<file path="config.mk">
export PLATFORM = sky130hd
export DESIGN_NAME = memory_unit
export DESIGN_NICKNAME = d
export VERILOG_FILES = /design/src/source/mem_unit_pkg.sv /design/src/source/bus_decoder.sv /design/src/source/request_stage.sv /design/src/source/response_stage.sv /design/src/source/memory_unit.sv
export SDC_FILE = /design/constraint.sdc
export NUM_CORES = 1
export LEC_CHECK = 0
export BUFFER_PORTS_ARGS = -buffer_cell sky130_fd_sc_hd__buf_2
export CAP_MARGIN = 25
export CELL_PAD_IN_SITES_DETAIL_PLACEMENT = 1
export CELL_PAD_IN_SITES_GLOBAL_PLACEMENT = 2
export CORE_MARGIN = 2
export CORE_UTILIZATION = 20
export CTS_CLUSTER_SIZE = 24
export DETAILED_ROUTE_END_ITERATION = 7
export PLACE_DENSITY_LB_ADDON = 0.1
export SLEW_MARGIN = 20
export SYNTH_ARGS = -nofsm -noshare
export SYNTH_HDL_FRONTEND = slang
export SYNTH_SLANG_ARGS = --single-unit
</file>
<file path="constraint.sdc">
create_clock -name clk -period 8.2 [get_ports clk]
set_input_delay 0.41 -clock clk [delete_from_list [all_inputs] [get_ports clk]]
set_output_delay 0.41 -clock clk [all_outputs]
set_load 0.05 [all_outputs]
</file>
<file path="src/source/mem_unit_pkg.sv">
// Address map, bus widths and region codes shared by the memory unit RTL and its testbench
package mem_unit_pkg;

    // --------------------------------------------------
    // Widths
    // --------------------------------------------------
    localparam int BUS_AW     = 27;
    localparam int BUS_DW     = 32;
    localparam int VRAM_AW    = 14;
    localparam int VRAM8_DW   = 8;
    localparam int VRAMSPR_DW = 9;
    localparam int ROM_AW     = 9;

    // CPU side
    typedef logic [BUS_AW-1:0]     bus_addr_t;
    typedef logic [BUS_DW-1:0]     bus_data_t;

    // Memory side
    typedef logic [VRAM_AW-1:0]    vram_addr_t;
    typedef logic [VRAM8_DW-1:0]   vram8_data_t;
    typedef logic [VRAMSPR_DW-1:0] vramspr_data_t;
    typedef logic [ROM_AW-1:0]     rom_addr_t;

    // --------------------------------------------------
    // Access targets
    // --------------------------------------------------
    // Unmapped addresses fall into REGION_NONE and complete with zero
    typedef enum logic [2:0] {
        REGION_NONE    = 3'd0,
        REGION_VRAM32  = 3'd1,
        REGION_VRAM8   = 3'd2,
        REGION_VRAMSPR = 3'd3,
        REGION_ROM     = 3'd4,
        REGION_GPIO    = 3'd5,
        REGION_BOOT    = 3'd6
    } region_t;

    // --------------------------------------------------
    // Address map
    // --------------------------------------------------
    // Word memory, 0x420 words
    localparam bus_addr_t VRAM32_BASE  = 27'hC00000;

    // Tile memory, 0x2002 words
    localparam bus_addr_t VRAM8_BASE   = 27'hC00420;

    // Sprite memory, 0x100 words
    localparam bus_addr_t VRAMSPR_BASE = 27'hC02422;

    // ROM, 0x200 words up to ROM_END exclusive
    localparam bus_addr_t ROM_BASE     = 27'hC02522;
    localparam bus_addr_t ROM_END      = 27'hC02722;

    // Single registers
    localparam bus_addr_t GPIO_ADDR    = 27'hC02737;
    localparam bus_addr_t BOOT_ADDR    = 27'hC02741;

endpackage

</file>
<file path="src/source/bus_decoder.sv">
// Combinational address decode from a CPU bus address to a target region and window offset
`timescale 1ns/1ps

module bus_decoder
(
    input  mem_unit_pkg::bus_addr_t  i_bus_addr,
    output mem_unit_pkg::region_t    o_region,
    output mem_unit_pkg::vram_addr_t o_offset
);

    // Base of the matched window, zero for registers and unmapped space
    mem_unit_pkg::bus_addr_t base;
    mem_unit_pkg::bus_addr_t window_off;
    logic                    in_window;

    // --------------------------------------------------
    // Region match
    // --------------------------------------------------
    always_comb
    begin
        o_region  = mem_unit_pkg::REGION_NONE;
        base      = '0;
        in_window = 1'b0;

        if (i_bus_addr >= mem_unit_pkg::VRAM32_BASE && i_bus_addr < mem_unit_pkg::VRAM8_BASE)
        begin
            o_region  = mem_unit_pkg::REGION_VRAM32;
            base      = mem_unit_pkg::VRAM32_BASE;
            in_window = 1'b1;
        end
        else if (i_bus_addr >= mem_unit_pkg::VRAM8_BASE &&
                 i_bus_addr < mem_unit_pkg::VRAMSPR_BASE)
        begin
            o_region  = mem_unit_pkg::REGION_VRAM8;
            base      = mem_unit_pkg::VRAM8_BASE;
            in_window = 1'b1;
        end
        else if (i_bus_addr >= mem_unit_pkg::VRAMSPR_BASE &&
                 i_bus_addr < mem_unit_pkg::ROM_BASE)
        begin
            o_region  = mem_unit_pkg::REGION_VRAMSPR;
            base      = mem_unit_pkg::VRAMSPR_BASE;
            in_window = 1'b1;
        end
        else if (i_bus_addr >= mem_unit_pkg::ROM_BASE && i_bus_addr < mem_unit_pkg::ROM_END)
        begin
            o_region  = mem_unit_pkg::REGION_ROM;
            base      = mem_unit_pkg::ROM_BASE;
            in_window = 1'b1;
        end
        else if (i_bus_addr == mem_unit_pkg::GPIO_ADDR)
        begin
            o_region = mem_unit_pkg::REGION_GPIO;
        end
        else if (i_bus_addr == mem_unit_pkg::BOOT_ADDR)
        begin
            o_region = mem_unit_pkg::REGION_BOOT;
        end
    end

    // --------------------------------------------------
    // Window offset
    // --------------------------------------------------
    assign window_off = i_bus_addr - base;

    // Largest window is the tile memory, which still fits in 14 bits
    assign o_offset = in_window ? window_off[mem_unit_pkg::VRAM_AW-1:0] : '0;

    // Region code always one of the defined targets
    always_comb
    begin
        assert (o_region inside {mem_unit_pkg::REGION_NONE, mem_unit_pkg::REGION_VRAM32,
                                 mem_unit_pkg::REGION_VRAM8, mem_unit_pkg::REGION_VRAMSPR,
                                 mem_unit_pkg::REGION_ROM, mem_unit_pkg::REGION_GPIO,
                                 mem_unit_pkg::REGION_BOOT})
        else $error("bus_decoder: undefined region code %0d", o_region);
    end

endmodule

</file>
<file path="src/source/request_stage.sv">
// One-entry request buffer that accepts a bus access, drives the memory ports and holds GPO
`timescale 1ns/1ps

module request_stage
#(
    parameter int GPIO_W = 4
)
(
    input  logic                        clk,
    input  logic                        reset,

    // Bus request and decode
    input  logic                        i_bus_start,
    input  logic                        i_bus_we,
    input  mem_unit_pkg::region_t       i_region,
    input  mem_unit_pkg::vram_addr_t    i_offset,
    input  mem_unit_pkg::bus_data_t     i_bus_data,
    input  logic                        i_done,

    // To response stage
    output mem_unit_pkg::region_t       o_held_region,
    output logic                        o_accept,

    // Word memory
    output mem_unit_pkg::vram_addr_t    o_vram32_addr,
    output mem_unit_pkg::bus_data_t     o_vram32_d,
    output logic                        o_vram32_we,

    // Tile memory
    output mem_unit_pkg::vram_addr_t    o_vram8_addr,
    output mem_unit_pkg::vram8_data_t   o_vram8_d,
    output logic                        o_vram8_we,

    // Sprite memory
    output mem_unit_pkg::vram_addr_t    o_vramspr_addr,
    output mem_unit_pkg::vramspr_data_t o_vramspr_d,
    output logic                        o_vramspr_we,

    // ROM
    output mem_unit_pkg::rom_addr_t     o_rom_addr,

    // General outputs
    output logic [GPIO_W-1:0]           o_gpo
);

    logic busy;
    logic write_accept;

    // --------------------------------------------------
    // Accept rule
    // --------------------------------------------------
    // A start held through done is ignored until the edge after done
    assign o_accept     = i_bus_start && !busy && !i_done;
    assign write_accept = o_accept && i_bus_we;

    // Busy covers the cycle in which the memories return data
    always_ff @(posedge clk)
    begin
        if (reset)
        begin
            busy          <= 1'b0;
            o_held_region <= mem_unit_pkg::REGION_NONE;
        end
        else if (o_accept)
        begin
            busy          <= 1'b1;
            o_held_region <= i_region;
        end
        else
        begin
            busy <= 1'b0;
        end
    end

    // --------------------------------------------------
    // Memory ports
    // --------------------------------------------------
    // Address and data follow the decoder, only the write enable is gated
    assign o_vram32_addr  = i_offset;
    assign o_vram32_d     = i_bus_data;
    assign o_vram32_we    = write_accept && (i_region == mem_unit_pkg::REGION_VRAM32);

    assign o_vram8_addr   = i_offset;
    assign o_vram8_d      = i_bus_data[mem_unit_pkg::VRAM8_DW-1:0];
    assign o_vram8_we     = write_accept && (i_region == mem_unit_pkg::REGION_VRAM8);

    assign o_vramspr_addr = i_offset;
    assign o_vramspr_d    = i_bus_data[mem_unit_pkg::VRAMSPR_DW-1:0];
    assign o_vramspr_we   = write_accept && (i_region == mem_unit_pkg::REGION_VRAMSPR);

    assign o_rom_addr     = i_offset[mem_unit_pkg::ROM_AW-1:0];

    // --------------------------------------------------
    // GPIO output register
    // --------------------------------------------------
    // New outputs come from the field above the inputs in the read layout
    always_ff @(posedge clk)
    begin
        if (reset)
        begin
            o_gpo <= '0;
        end
        else if (write_accept && i_region == mem_unit_pkg::REGION_GPIO)
        begin
            o_gpo <= i_bus_data[2*GPIO_W-1:GPIO_W];
        end
    end

    // Accepts are separated by at least the busy cycle
    assert property (@(posedge clk) disable iff (reset) o_accept |=> !o_accept)
    else $error("request_stage: accept while busy");

    assert property (@(posedge clk) disable iff (reset)
                     $onehot0({o_vram32_we, o_vram8_we, o_vramspr_we}))
    else $error("request_stage: more than one write enable");

endmodule

</file>
<file path="src/source/response_stage.sv">
// Response stage that forms the read value for the held region and pulses bus done
`timescale 1ns/1ps

module response_stage
#(
    parameter int GPIO_W = 4
)
(
    input  logic                        clk,
    input  logic                        reset,

    // From request stage
    input  logic                        i_accept,
    input  mem_unit_pkg::region_t       i_held_region,

    // Memory read data, valid the cycle after the accept edge
    input  mem_unit_pkg::bus_data_t     i_vram32_q,
    input  mem_unit_pkg::vram8_data_t   i_vram8_q,
    input  mem_unit_pkg::vramspr_data_t i_vramspr_q,
    input  mem_unit_pkg::bus_data_t     i_rom_q,

    // Register sources
    input  logic [GPIO_W-1:0]           i_gpi,
    input  logic [GPIO_W-1:0]           i_gpo,
    input  logic                        i_boot_mode,

    // Bus response
    output mem_unit_pkg::bus_data_t     o_bus_q,
    output logic                        o_bus_done
);

    // High in the cycle where memory data is valid
    logic                    data_phase;
    mem_unit_pkg::bus_data_t rd_value;

    // --------------------------------------------------
    // Read value select
    // --------------------------------------------------
    always_comb
    begin
        rd_value = '0;
        case (i_held_region)
            mem_unit_pkg::REGION_VRAM32:
            begin
                rd_value = i_vram32_q;
            end
            mem_unit_pkg::REGION_VRAM8:
            begin
                rd_value[mem_unit_pkg::VRAM8_DW-1:0] = i_vram8_q;
            end
            mem_unit_pkg::REGION_VRAMSPR:
            begin
                rd_value[mem_unit_pkg::VRAMSPR_DW-1:0] = i_vramspr_q;
            end
            mem_unit_pkg::REGION_ROM:
            begin
                rd_value = i_rom_q;
            end
            mem_unit_pkg::REGION_GPIO:
            begin
                // Inputs low, outputs right above them
                rd_value[GPIO_W-1:0]        = i_gpi;
                rd_value[2*GPIO_W-1:GPIO_W] = i_gpo;
            end
            mem_unit_pkg::REGION_BOOT:
            begin
                rd_value[0] = i_boot_mode;
            end
            default:
            begin
                rd_value = '0;
            end
        endcase
    end

    // --------------------------------------------------
    // Done pulse and read register
    // --------------------------------------------------
    always_ff @(posedge clk)
    begin
        if (reset)
        begin
            data_phase <= 1'b0;
            o_bus_done <= 1'b0;
            o_bus_q    <= '0;
        end
        else
        begin
            data_phase <= i_accept;
            o_bus_done <= data_phase;
            if (data_phase)
            begin
                o_bus_q <= rd_value;
            end
        end
    end

    // Done feeds back into the accept rule, so it never stretches
    assert property (@(posedge clk) disable iff (reset) o_bus_done |=> !o_bus_done)
    else $error("response_stage: done high for two cycles");

endmodule

</file>
<file path="src/source/memory_unit.sv">
// Top level of the CPU-facing memory unit bus, connecting decode, request and response stages
`timescale 1ns/1ps

module memory_unit
#(
    parameter int GPIO_W = 4
)
(
    input  logic                        clk,
    input  logic                        reset,

    // CPU bus
    input  mem_unit_pkg::bus_addr_t     i_bus_addr,
    input  mem_unit_pkg::bus_data_t     i_bus_data,
    input  logic                        i_bus_we,
    input  logic                        i_bus_start,
    output mem_unit_pkg::bus_data_t     o_bus_q,
    output logic                        o_bus_done,

    // Word memory CPU port
    output mem_unit_pkg::vram_addr_t    o_vram32_addr,
    output mem_unit_pkg::bus_data_t     o_vram32_d,
    output logic                        o_vram32_we,
    input  mem_unit_pkg::bus_data_t     i_vram32_q,

    // Tile memory CPU port
    output mem_unit_pkg::vram_addr_t    o_vram8_addr,
    output mem_unit_pkg::vram8_data_t   o_vram8_d,
    output logic                        o_vram8_we,
    input  mem_unit_pkg::vram8_data_t   i_vram8_q,

    // Sprite memory CPU port
    output mem_unit_pkg::vram_addr_t    o_vramspr_addr,
    output mem_unit_pkg::vramspr_data_t o_vramspr_d,
    output logic                        o_vramspr_we,
    input  mem_unit_pkg::vramspr_data_t i_vramspr_q,

    // ROM
    output mem_unit_pkg::rom_addr_t     o_rom_addr,
    input  mem_unit_pkg::bus_data_t     i_rom_q,

    // GPIO and boot mode
    input  logic [GPIO_W-1:0]           i_gpi,
    output logic [GPIO_W-1:0]           o_gpo,
    input  logic                        i_boot_mode
);

    mem_unit_pkg::region_t    region;
    mem_unit_pkg::vram_addr_t offset;
    mem_unit_pkg::region_t    held_region;
    logic                     accept;

    // --------------------------------------------------
    // Address decode
    // --------------------------------------------------
    bus_decoder u_bus_decoder
    (
        .i_bus_addr (i_bus_addr),
        .o_region   (region),
        .o_offset   (offset)
    );

    // --------------------------------------------------
    // Request buffer and memory ports
    // --------------------------------------------------
    request_stage #(
        .GPIO_W (GPIO_W)
    ) u_request_stage (
        .clk            (clk),
        .reset          (reset),
        .i_bus_start    (i_bus_start),
        .i_bus_we       (i_bus_we),
        .i_region       (region),
        .i_offset       (offset),
        .i_bus_data     (i_bus_data),
        .i_done         (o_bus_done),
        .o_held_region  (held_region),
        .o_accept       (accept),
        .o_vram32_addr  (o_vram32_addr),
        .o_vram32_d     (o_vram32_d),
        .o_vram32_we    (o_vram32_we),
        .o_vram8_addr   (o_vram8_addr),
        .o_vram8_d      (o_vram8_d),
        .o_vram8_we     (o_vram8_we),
        .o_vramspr_addr (o_vramspr_addr),
        .o_vramspr_d    (o_vramspr_d),
        .o_vramspr_we   (o_vramspr_we),
        .o_rom_addr     (o_rom_addr),
        .o_gpo          (o_gpo)
    );

    // --------------------------------------------------
    // Read data and done
    // --------------------------------------------------
    response_stage #(
        .GPIO_W (GPIO_W)
    ) u_response_stage (
        .clk           (clk),
        .reset         (reset),
        .i_accept      (accept),
        .i_held_region (held_region),
        .i_vram32_q    (i_vram32_q),
        .i_vram8_q     (i_vram8_q),
        .i_vramspr_q   (i_vramspr_q),
        .i_rom_q       (i_rom_q),
        .i_gpi         (i_gpi),
        .i_gpo         (o_gpo),
        .i_boot_mode   (i_boot_mode),
        .o_bus_q       (o_bus_q),
        .o_bus_done    (o_bus_done)
    );

endmodule

</file>
After elaboration in Yosys (flattened, before gate mapping)
Index checks and enable logic that the tools add are counted.
- equal/unequal tests: 12
- magnitude comparators: 8
- add/subtract/negate cells: 1
- mux-type cells: 20
- reductions and logical operators: 13
- operators by type and width (operator ; number):
    $ge 27x24->1 const B ; 4
    $lt 27x24->1 const B ; 4
    $mux 14 ; 5
    $eq 27x24->1 const B ; 2
    $pmux 23 s2 ; 1
    $pmux 7 s5 ; 1
    $mux 3 ; 6
    $sub 14x14->14 ; 1
    $eq 3x2->1 const B ; 4
    $eq 3x3->1 const B ; 4
    $logic_and 1x1->1 ; 11
    $eq 3x1->1 const B ; 2
    $pmux 1 s6 ; 1
    $mux 1 ; 5
    $pmux 1 s3 ; 1
    $logic_not 1->1 ; 2
- output and inout port bits: 140
- input port bits: 149
- register bits: 42
- word-level logic and storage cells: 60

Longest topological paths before layout
- depth in word-level cells: 9
- gate-level depth with buffers: 13
- gate-level depth less buffers: 11

Cells and area by module
From an unflattened synthesis, not the netlist that was laid out.
- cells, all modules: 443
- area, all modules: 3595.9 um2
- modules (own cells, without submodules) (module ; cells each ; sequential area each (um2) ; area an instance (um2) ; times used):
    response_stage ; 204 ; 680.7 ; 1819.2 ; 1
    request_stage ; 137 ; 160.2 ; 1128.6 ; 1
    bus_decoder ; 102 ; 0.0 ; 648.1 ; 1

Least setup slack after synthesis
OpenSTA, ideal clock, no wires.
- kind: input port to output port
- start: input i_bus_addr[25]
- end: output o_vram32_addr[8]
- required time: 7.790 ns
- slack: 3.185 ns
- arrival time: 4.605 ns
- path buffers: 1
- cell stages on the path: 9
- cell sequence: nor3_1 > nand4_1 > a2111oi_4 > ha_1 > or4b_2 > a21oi_1 > a21boi_0 > a211oi_1 > buf_4
- cells in the longest elaborated chain, start to end: 8
- elaborated cells on any way between the ends: 22
- those cells by class: add/sub (1); order compare (8); mux (9); reduce/logical (4)
- RTL lines (element ; line ; source):
    start, declared ; memory_unit.sv:13 ; input mem_unit_pkg::bus_addr_t i_bus_addr,
    $ge 27x24->1 or $lt 27x24->1 (tied branches) ; bus_decoder.sv:45 ; else if (i_bus_addr >= mem_unit_pkg::ROM_BASE && i_bus_addr < mem_unit_pkg::ROM_END)
    $logic_and 1x1->1 ; bus_decoder.sv:45 ;
    $mux 14 ; bus_decoder.sv:45 ;
    $mux 14 ; bus_decoder.sv:38 ; else if (i_bus_addr >= mem_unit_pkg::VRAMSPR_BASE &&
    $mux 14 ; bus_decoder.sv:31 ; else if (i_bus_addr >= mem_unit_pkg::VRAM8_BASE &&
    $mux 14 ; bus_decoder.sv:25 ; if (i_bus_addr >= mem_unit_pkg::VRAM32_BASE && i_bus_addr < mem_unit_pkg::VRAM8_BASE)
    $sub 14x14->14 ; bus_decoder.sv:64 ; assign window_off = i_bus_addr - base;
    $mux 14 (*) ; bus_decoder.sv:67 ; assign o_offset = in_window ? window_off[mem_unit_pkg::VRAM_AW-1:0] : '0;
    end, declared ; memory_unit.sv:21 ; output mem_unit_pkg::vram_addr_t o_vram32_addr,
Mark *: on every way between the ends. The rest lies on a longest branch, timed or not.

Worst setup path after layout
- start: input i_bus_addr[25]
- end: output o_vram8_addr[13]
- cells in the longest elaborated chain, start to end: 8
- elaborated cells on any way between the ends: 22
- those cells by class: add/sub (1); order compare (8); mux (9); reduce/logical (4)
- RTL lines (element ; line ; source):
    $ge 27x24->1 or $lt 27x24->1 (tied branches) ; bus_decoder.sv:45 ;
    $logic_and 1x1->1 ; bus_decoder.sv:45 ;
    $mux 14 ; bus_decoder.sv:45 ;
    $mux 14 ; bus_decoder.sv:38 ;
    $mux 14 ; bus_decoder.sv:31 ;
    $mux 14 ; bus_decoder.sv:25 ;
    $sub 14x14->14 ; bus_decoder.sv:64 ;
    $mux 14 (*) ; bus_decoder.sv:67 ;
    end, declared ; memory_unit.sv:27 ; output mem_unit_pkg::vram_addr_t o_vram8_addr,
Marks and branches as above.

==> impl_metrics.yaml <==
synth:
  synth_edf_count: 0
  syn_avg_cell_area_um2: 7.91
  yosysUniqueCellTypes: 49
  ys_seq_elements: 41
  synth_area_um2: 3340
  synth_cells: 422
  ys.flop_type: "dfxtp_1"
  postSynth.asyncResetShare_pct: 0
  synth_warnings: 0
  yosysSeqAreaShare_pct: 24.6
  synth_nets: 576
worst_setup_path:
  end_kind: "primary output"
  r2r_start: "u_request_stage.o_held_region[2]"
  crit_buf_inv: 2
  critical_path_depth: 12
  critPathMaxStageDelay_ns: 0.64
  required_ns: 7.79
  r2r_end: "u_response_stage.o_bus_q[15]"
  r2r_slack_ns: 5.56
  arrival_ns: 4.78
  crit_chain: "buf_2 -> nor3_1 -> nand4_1 -> a2111oi_4 -> ha_1 -> ha_1 -> nor3b_1 -> o211ai_1 -> a2111oi_0 -> xor2_1 -> mux2_2 -> buf_2"
  crit_path_start: "i_bus_addr[25]"
  reg2regPathDepth: 5
  critical-path-top-delay-family: "simple AND/OR/NAND/NOR gates"
  crit_path_end: "o_vram8_addr[13]"
  crit_path_max_fanout: 6
  crit_type: "in2out"
  crit_path_top_delay_cell: "a2111oi_4"
  start_kind: "input pin"
detailed_routing:
  drt-pass1-iter-count: 4
  drt_iter0_markers: 108
  vias: 3379
  wl_mm: 12.1
  ant_nets: 0
  viasPerCell: 4.42
  wire_per_inst_um: 15.9
  drcViolationCount: 0
global_routing:
  grt_remaining_overflow: 0
  antenna_found_initial: 2
  track_usage_pct: 13.2
  grt_max_degree: 69
  grt_pass1_vias: 3431
  grt_first_pass_wirelength_mm: 18.5
timing:
  rsz0062_at_grt: "false"
  timing.final.crit_share_pct: 63.3
  drv_slew: 0
  finalSetupViolCount: 0
  skew_ns: 0.00823
  worst_hold_slack_ns: 0.394
  tightest_slew_ns: 0.974
  fin_crit_ns: 5.19
  fmax_ghz: 0.193
  finalHoldViolations: 0
  setup_tns_ns: 0
  relSlewSlack_pct: 34.8
finish:
  regArea_um2: 822
  final_nets: 698
  area_delta_synth_final_pct: 26.2
  num_antenna_cells: 0
  fillCellCount: 2045
  final_cell_area_um2: 4210
  multiInputGateArea_um2: 1740
  final_layout_size_suffix_gt1_share_pct: 47.2
  final_util_pct: 25.6
clocking:
  root_buffer: "clkbuf_16"
  ctsHoldBuffers: 0
  clk_latency_ns: 0.30
  cts.repair.resized: 0
  cts_buffers: 5
  cts_setup_buffers: 0
  cts_sinks: 41
  clk_pin_slew_worst_paths_ns: 0.06
  cts_tree: "yes"
  h-tree-depth: 2
  clockBufferDepth: 2
floorplan:
  initial_core_util_pct: 20.3
  coreArea_um2: 16500
  rows: 47
  dieWidth_um: 133
  ios: 289
  die_area_um2: 17700
  fp.dieH_um: 133
power_and_ir_drop:
  peakVddDrop_v: 0.0000855
  power_mw: 0.663
  power_density_nw_per_um2: 157
  p_leak_nw: 1.93
worst_hold_path:
  min_path_type: "in2reg"
  hp-start: "i_bus_data[6]"
place:
  gp_congestion: 0.727
  hpwl_mm: 9.52
  dpl_cell_area_um2: 4010
  io_buffers: 223
run:
  cap_violations: 0
status:
  status: "completed"
==> power by group <==
| group | leakage (nW) | total, mW | switching (mW) | internal, mW |
|---|---|---|---|---|
| clock network | 0.0944 | 0.265 | 0.0893 | 0.176 |
| logic | 1.50 | 0.179 | 0.117 | 0.0618 |
| registers | 0.336 | 0.219 | 0.00773 | 0.211 |
| total | 1.93 | 0.663 | 0.214 | 0.449 |
==> state kept, by name, summed over array words and instances (netlist names) <==
register	count
u_request_stage.busy	1
u_request_stage.o_gpo	4
u_request_stage.o_held_region	3
u_response_stage.o_bus_done	1
u_response_stage.o_bus_q	32
==> cell usage after synthesis (2+ instances only) <==
| cell type | number | area [um2] |
|---|---|---|
| inv_1 | 7 | 26.3 |
| mux2_2 | 9 | 101 |
| nor2b_1 | 5 | 31.3 |
| xnor2_1 | 4 | 35.0 |
| buf_1 | 3 | 11.3 |
| mux2i_1 | 10 | 100 |
| and2_1 | 3 | 18.8 |
| a21boi_0 | 2 | 15.0 |
| nor2_1 | 61 | 229 |
| ha_1 | 5 | 62.6 |
| a31oi_1 | 2 | 12.5 |
| nor3b_1 | 2 | 15.0 |
| or2_2 | 2 | 12.5 |
| a2111oi_4 | 2 | 55.1 |
| dfxtp_1 | 41 | 821 |
| nand2_1 | 9 | 33.8 |
| nand3_1 | 7 | 35.0 |
| buf_2 | 2 | 10.0 |
| or4b_2 | 2 | 20.0 |
| o211ai_1 | 3 | 22.5 |
| clkbuf_1 | 21 | 78.8 |
| a221oi_1 | 3 | 26.3 |
| nor3_1 | 5 | 25.0 |
| buf_4 | 86 | 646 |
| o21ai_0 | 10 | 50.1 |
| o41ai_1 | 2 | 17.5 |
| a21oi_1 | 19 | 95.1 |
| xor2_1 | 4 | 35.0 |
| a2111oi_0 | 3 | 26.3 |
| nor4_1 | 5 | 31.3 |
| a22oi_1 | 26 | 195 |
| a211oi_1 | 37 | 278 |
| nand2b_1 | 3 | 18.8 |
| o31ai_1 | 2 | 15.0 |
==> worst reg2reg max path, cell delays in order, from the launching register on <==
cell and delay [ns]:
dfxtp_1 0.31, buf_4 0.20, nor2b_1 0.64, nor2b_2 0.91, a22oi_1 0.21, a211oi_1 0.28
==> cells in the final DEF (no fill, tap or decap), types with 3 or more instances in the layout <==
cell type	count
a211oi_1	37
and2_1	3
dfxtp_1	40
nand3_1	7
a21oi_1	18
mux2_2	9
buf_4	5
a221oi_1	3
inv_1	7
a22oi_1	26
buf_2	223
mux2i_1	10
xnor2_1	4
nand2b_1	3
o211ai_1	3
nor3_1	5
ha_1	5
xor2_1	4
a2111oi_0	3
clkbuf_16	5
nor4_1	5
nor2_1	61
nand2_1	9
o21ai_0	10
nor2b_1	4
==> area by class of cell <==
type / instances / area share (%)
multi-input combinational: 261 / 41.3
timing repair buffer: 228 / 27.4
sequential: 41 / 19.5
tap: 220 / 6.54
clock buffer: 5 / 2.97
clock inverter: 3 / 1.63
inverter: 7 / 0.624
==> logic make-up (layout without fill, tap and decap cells) <==
kind of cell | Yosys count | after routing | synth area share (%)
AO/OA/AOI/OAI | 117 | 117 | 25.8
XOR/XNOR | 8 | 8 | 2.10
adder cells (fa/ha/maj) | 5 | 5 | 1.87
buffers and inverters | 120 | 243 | 23.5
flip-flops | 41 | 41 | 24.6
multiplexers | 19 | 19 | 6.03
AND/OR/NAND/NOR | 112 | 112 | 16.2
==> metal layers <==
layer / GRT usage, % / up-vias / wire, um
met5: 0 / - / 30
met4: 3.07 / 4 / 137
met3: 4.64 / 25 / 1000
met2: 22.3 / 137 / 5710
met1: 16.1 / 1533 / 5250
li1: - / 1680 / -
==> metrics by stage <==
stage	setup slack, ns	instances
after floorplan	3.18	422
after global placement	2.99	757
after detailed placement	2.89	757
after CTS	2.87	765
after global routing	2.45	765
final	3.01	765
==> how the worst min path moves through the flow <==
stage	slack [ns]	cells after the start	endpoint
after detailed placement	0.47	2	u_response_stage.o_bus_q[0]
after CTS	0.38	3	u_request_stage.o_gpo[2]
after floorplan	0.48	1	u_response_stage.o_bus_done
after global routing	0.39	3	u_request_stage.o_gpo[2]
after global placement	0.46	2	u_response_stage.o_bus_q[0]
final	0.39	3	u_request_stage.o_gpo[2]
No activity file was read; power rests on OpenSTA's default activity.
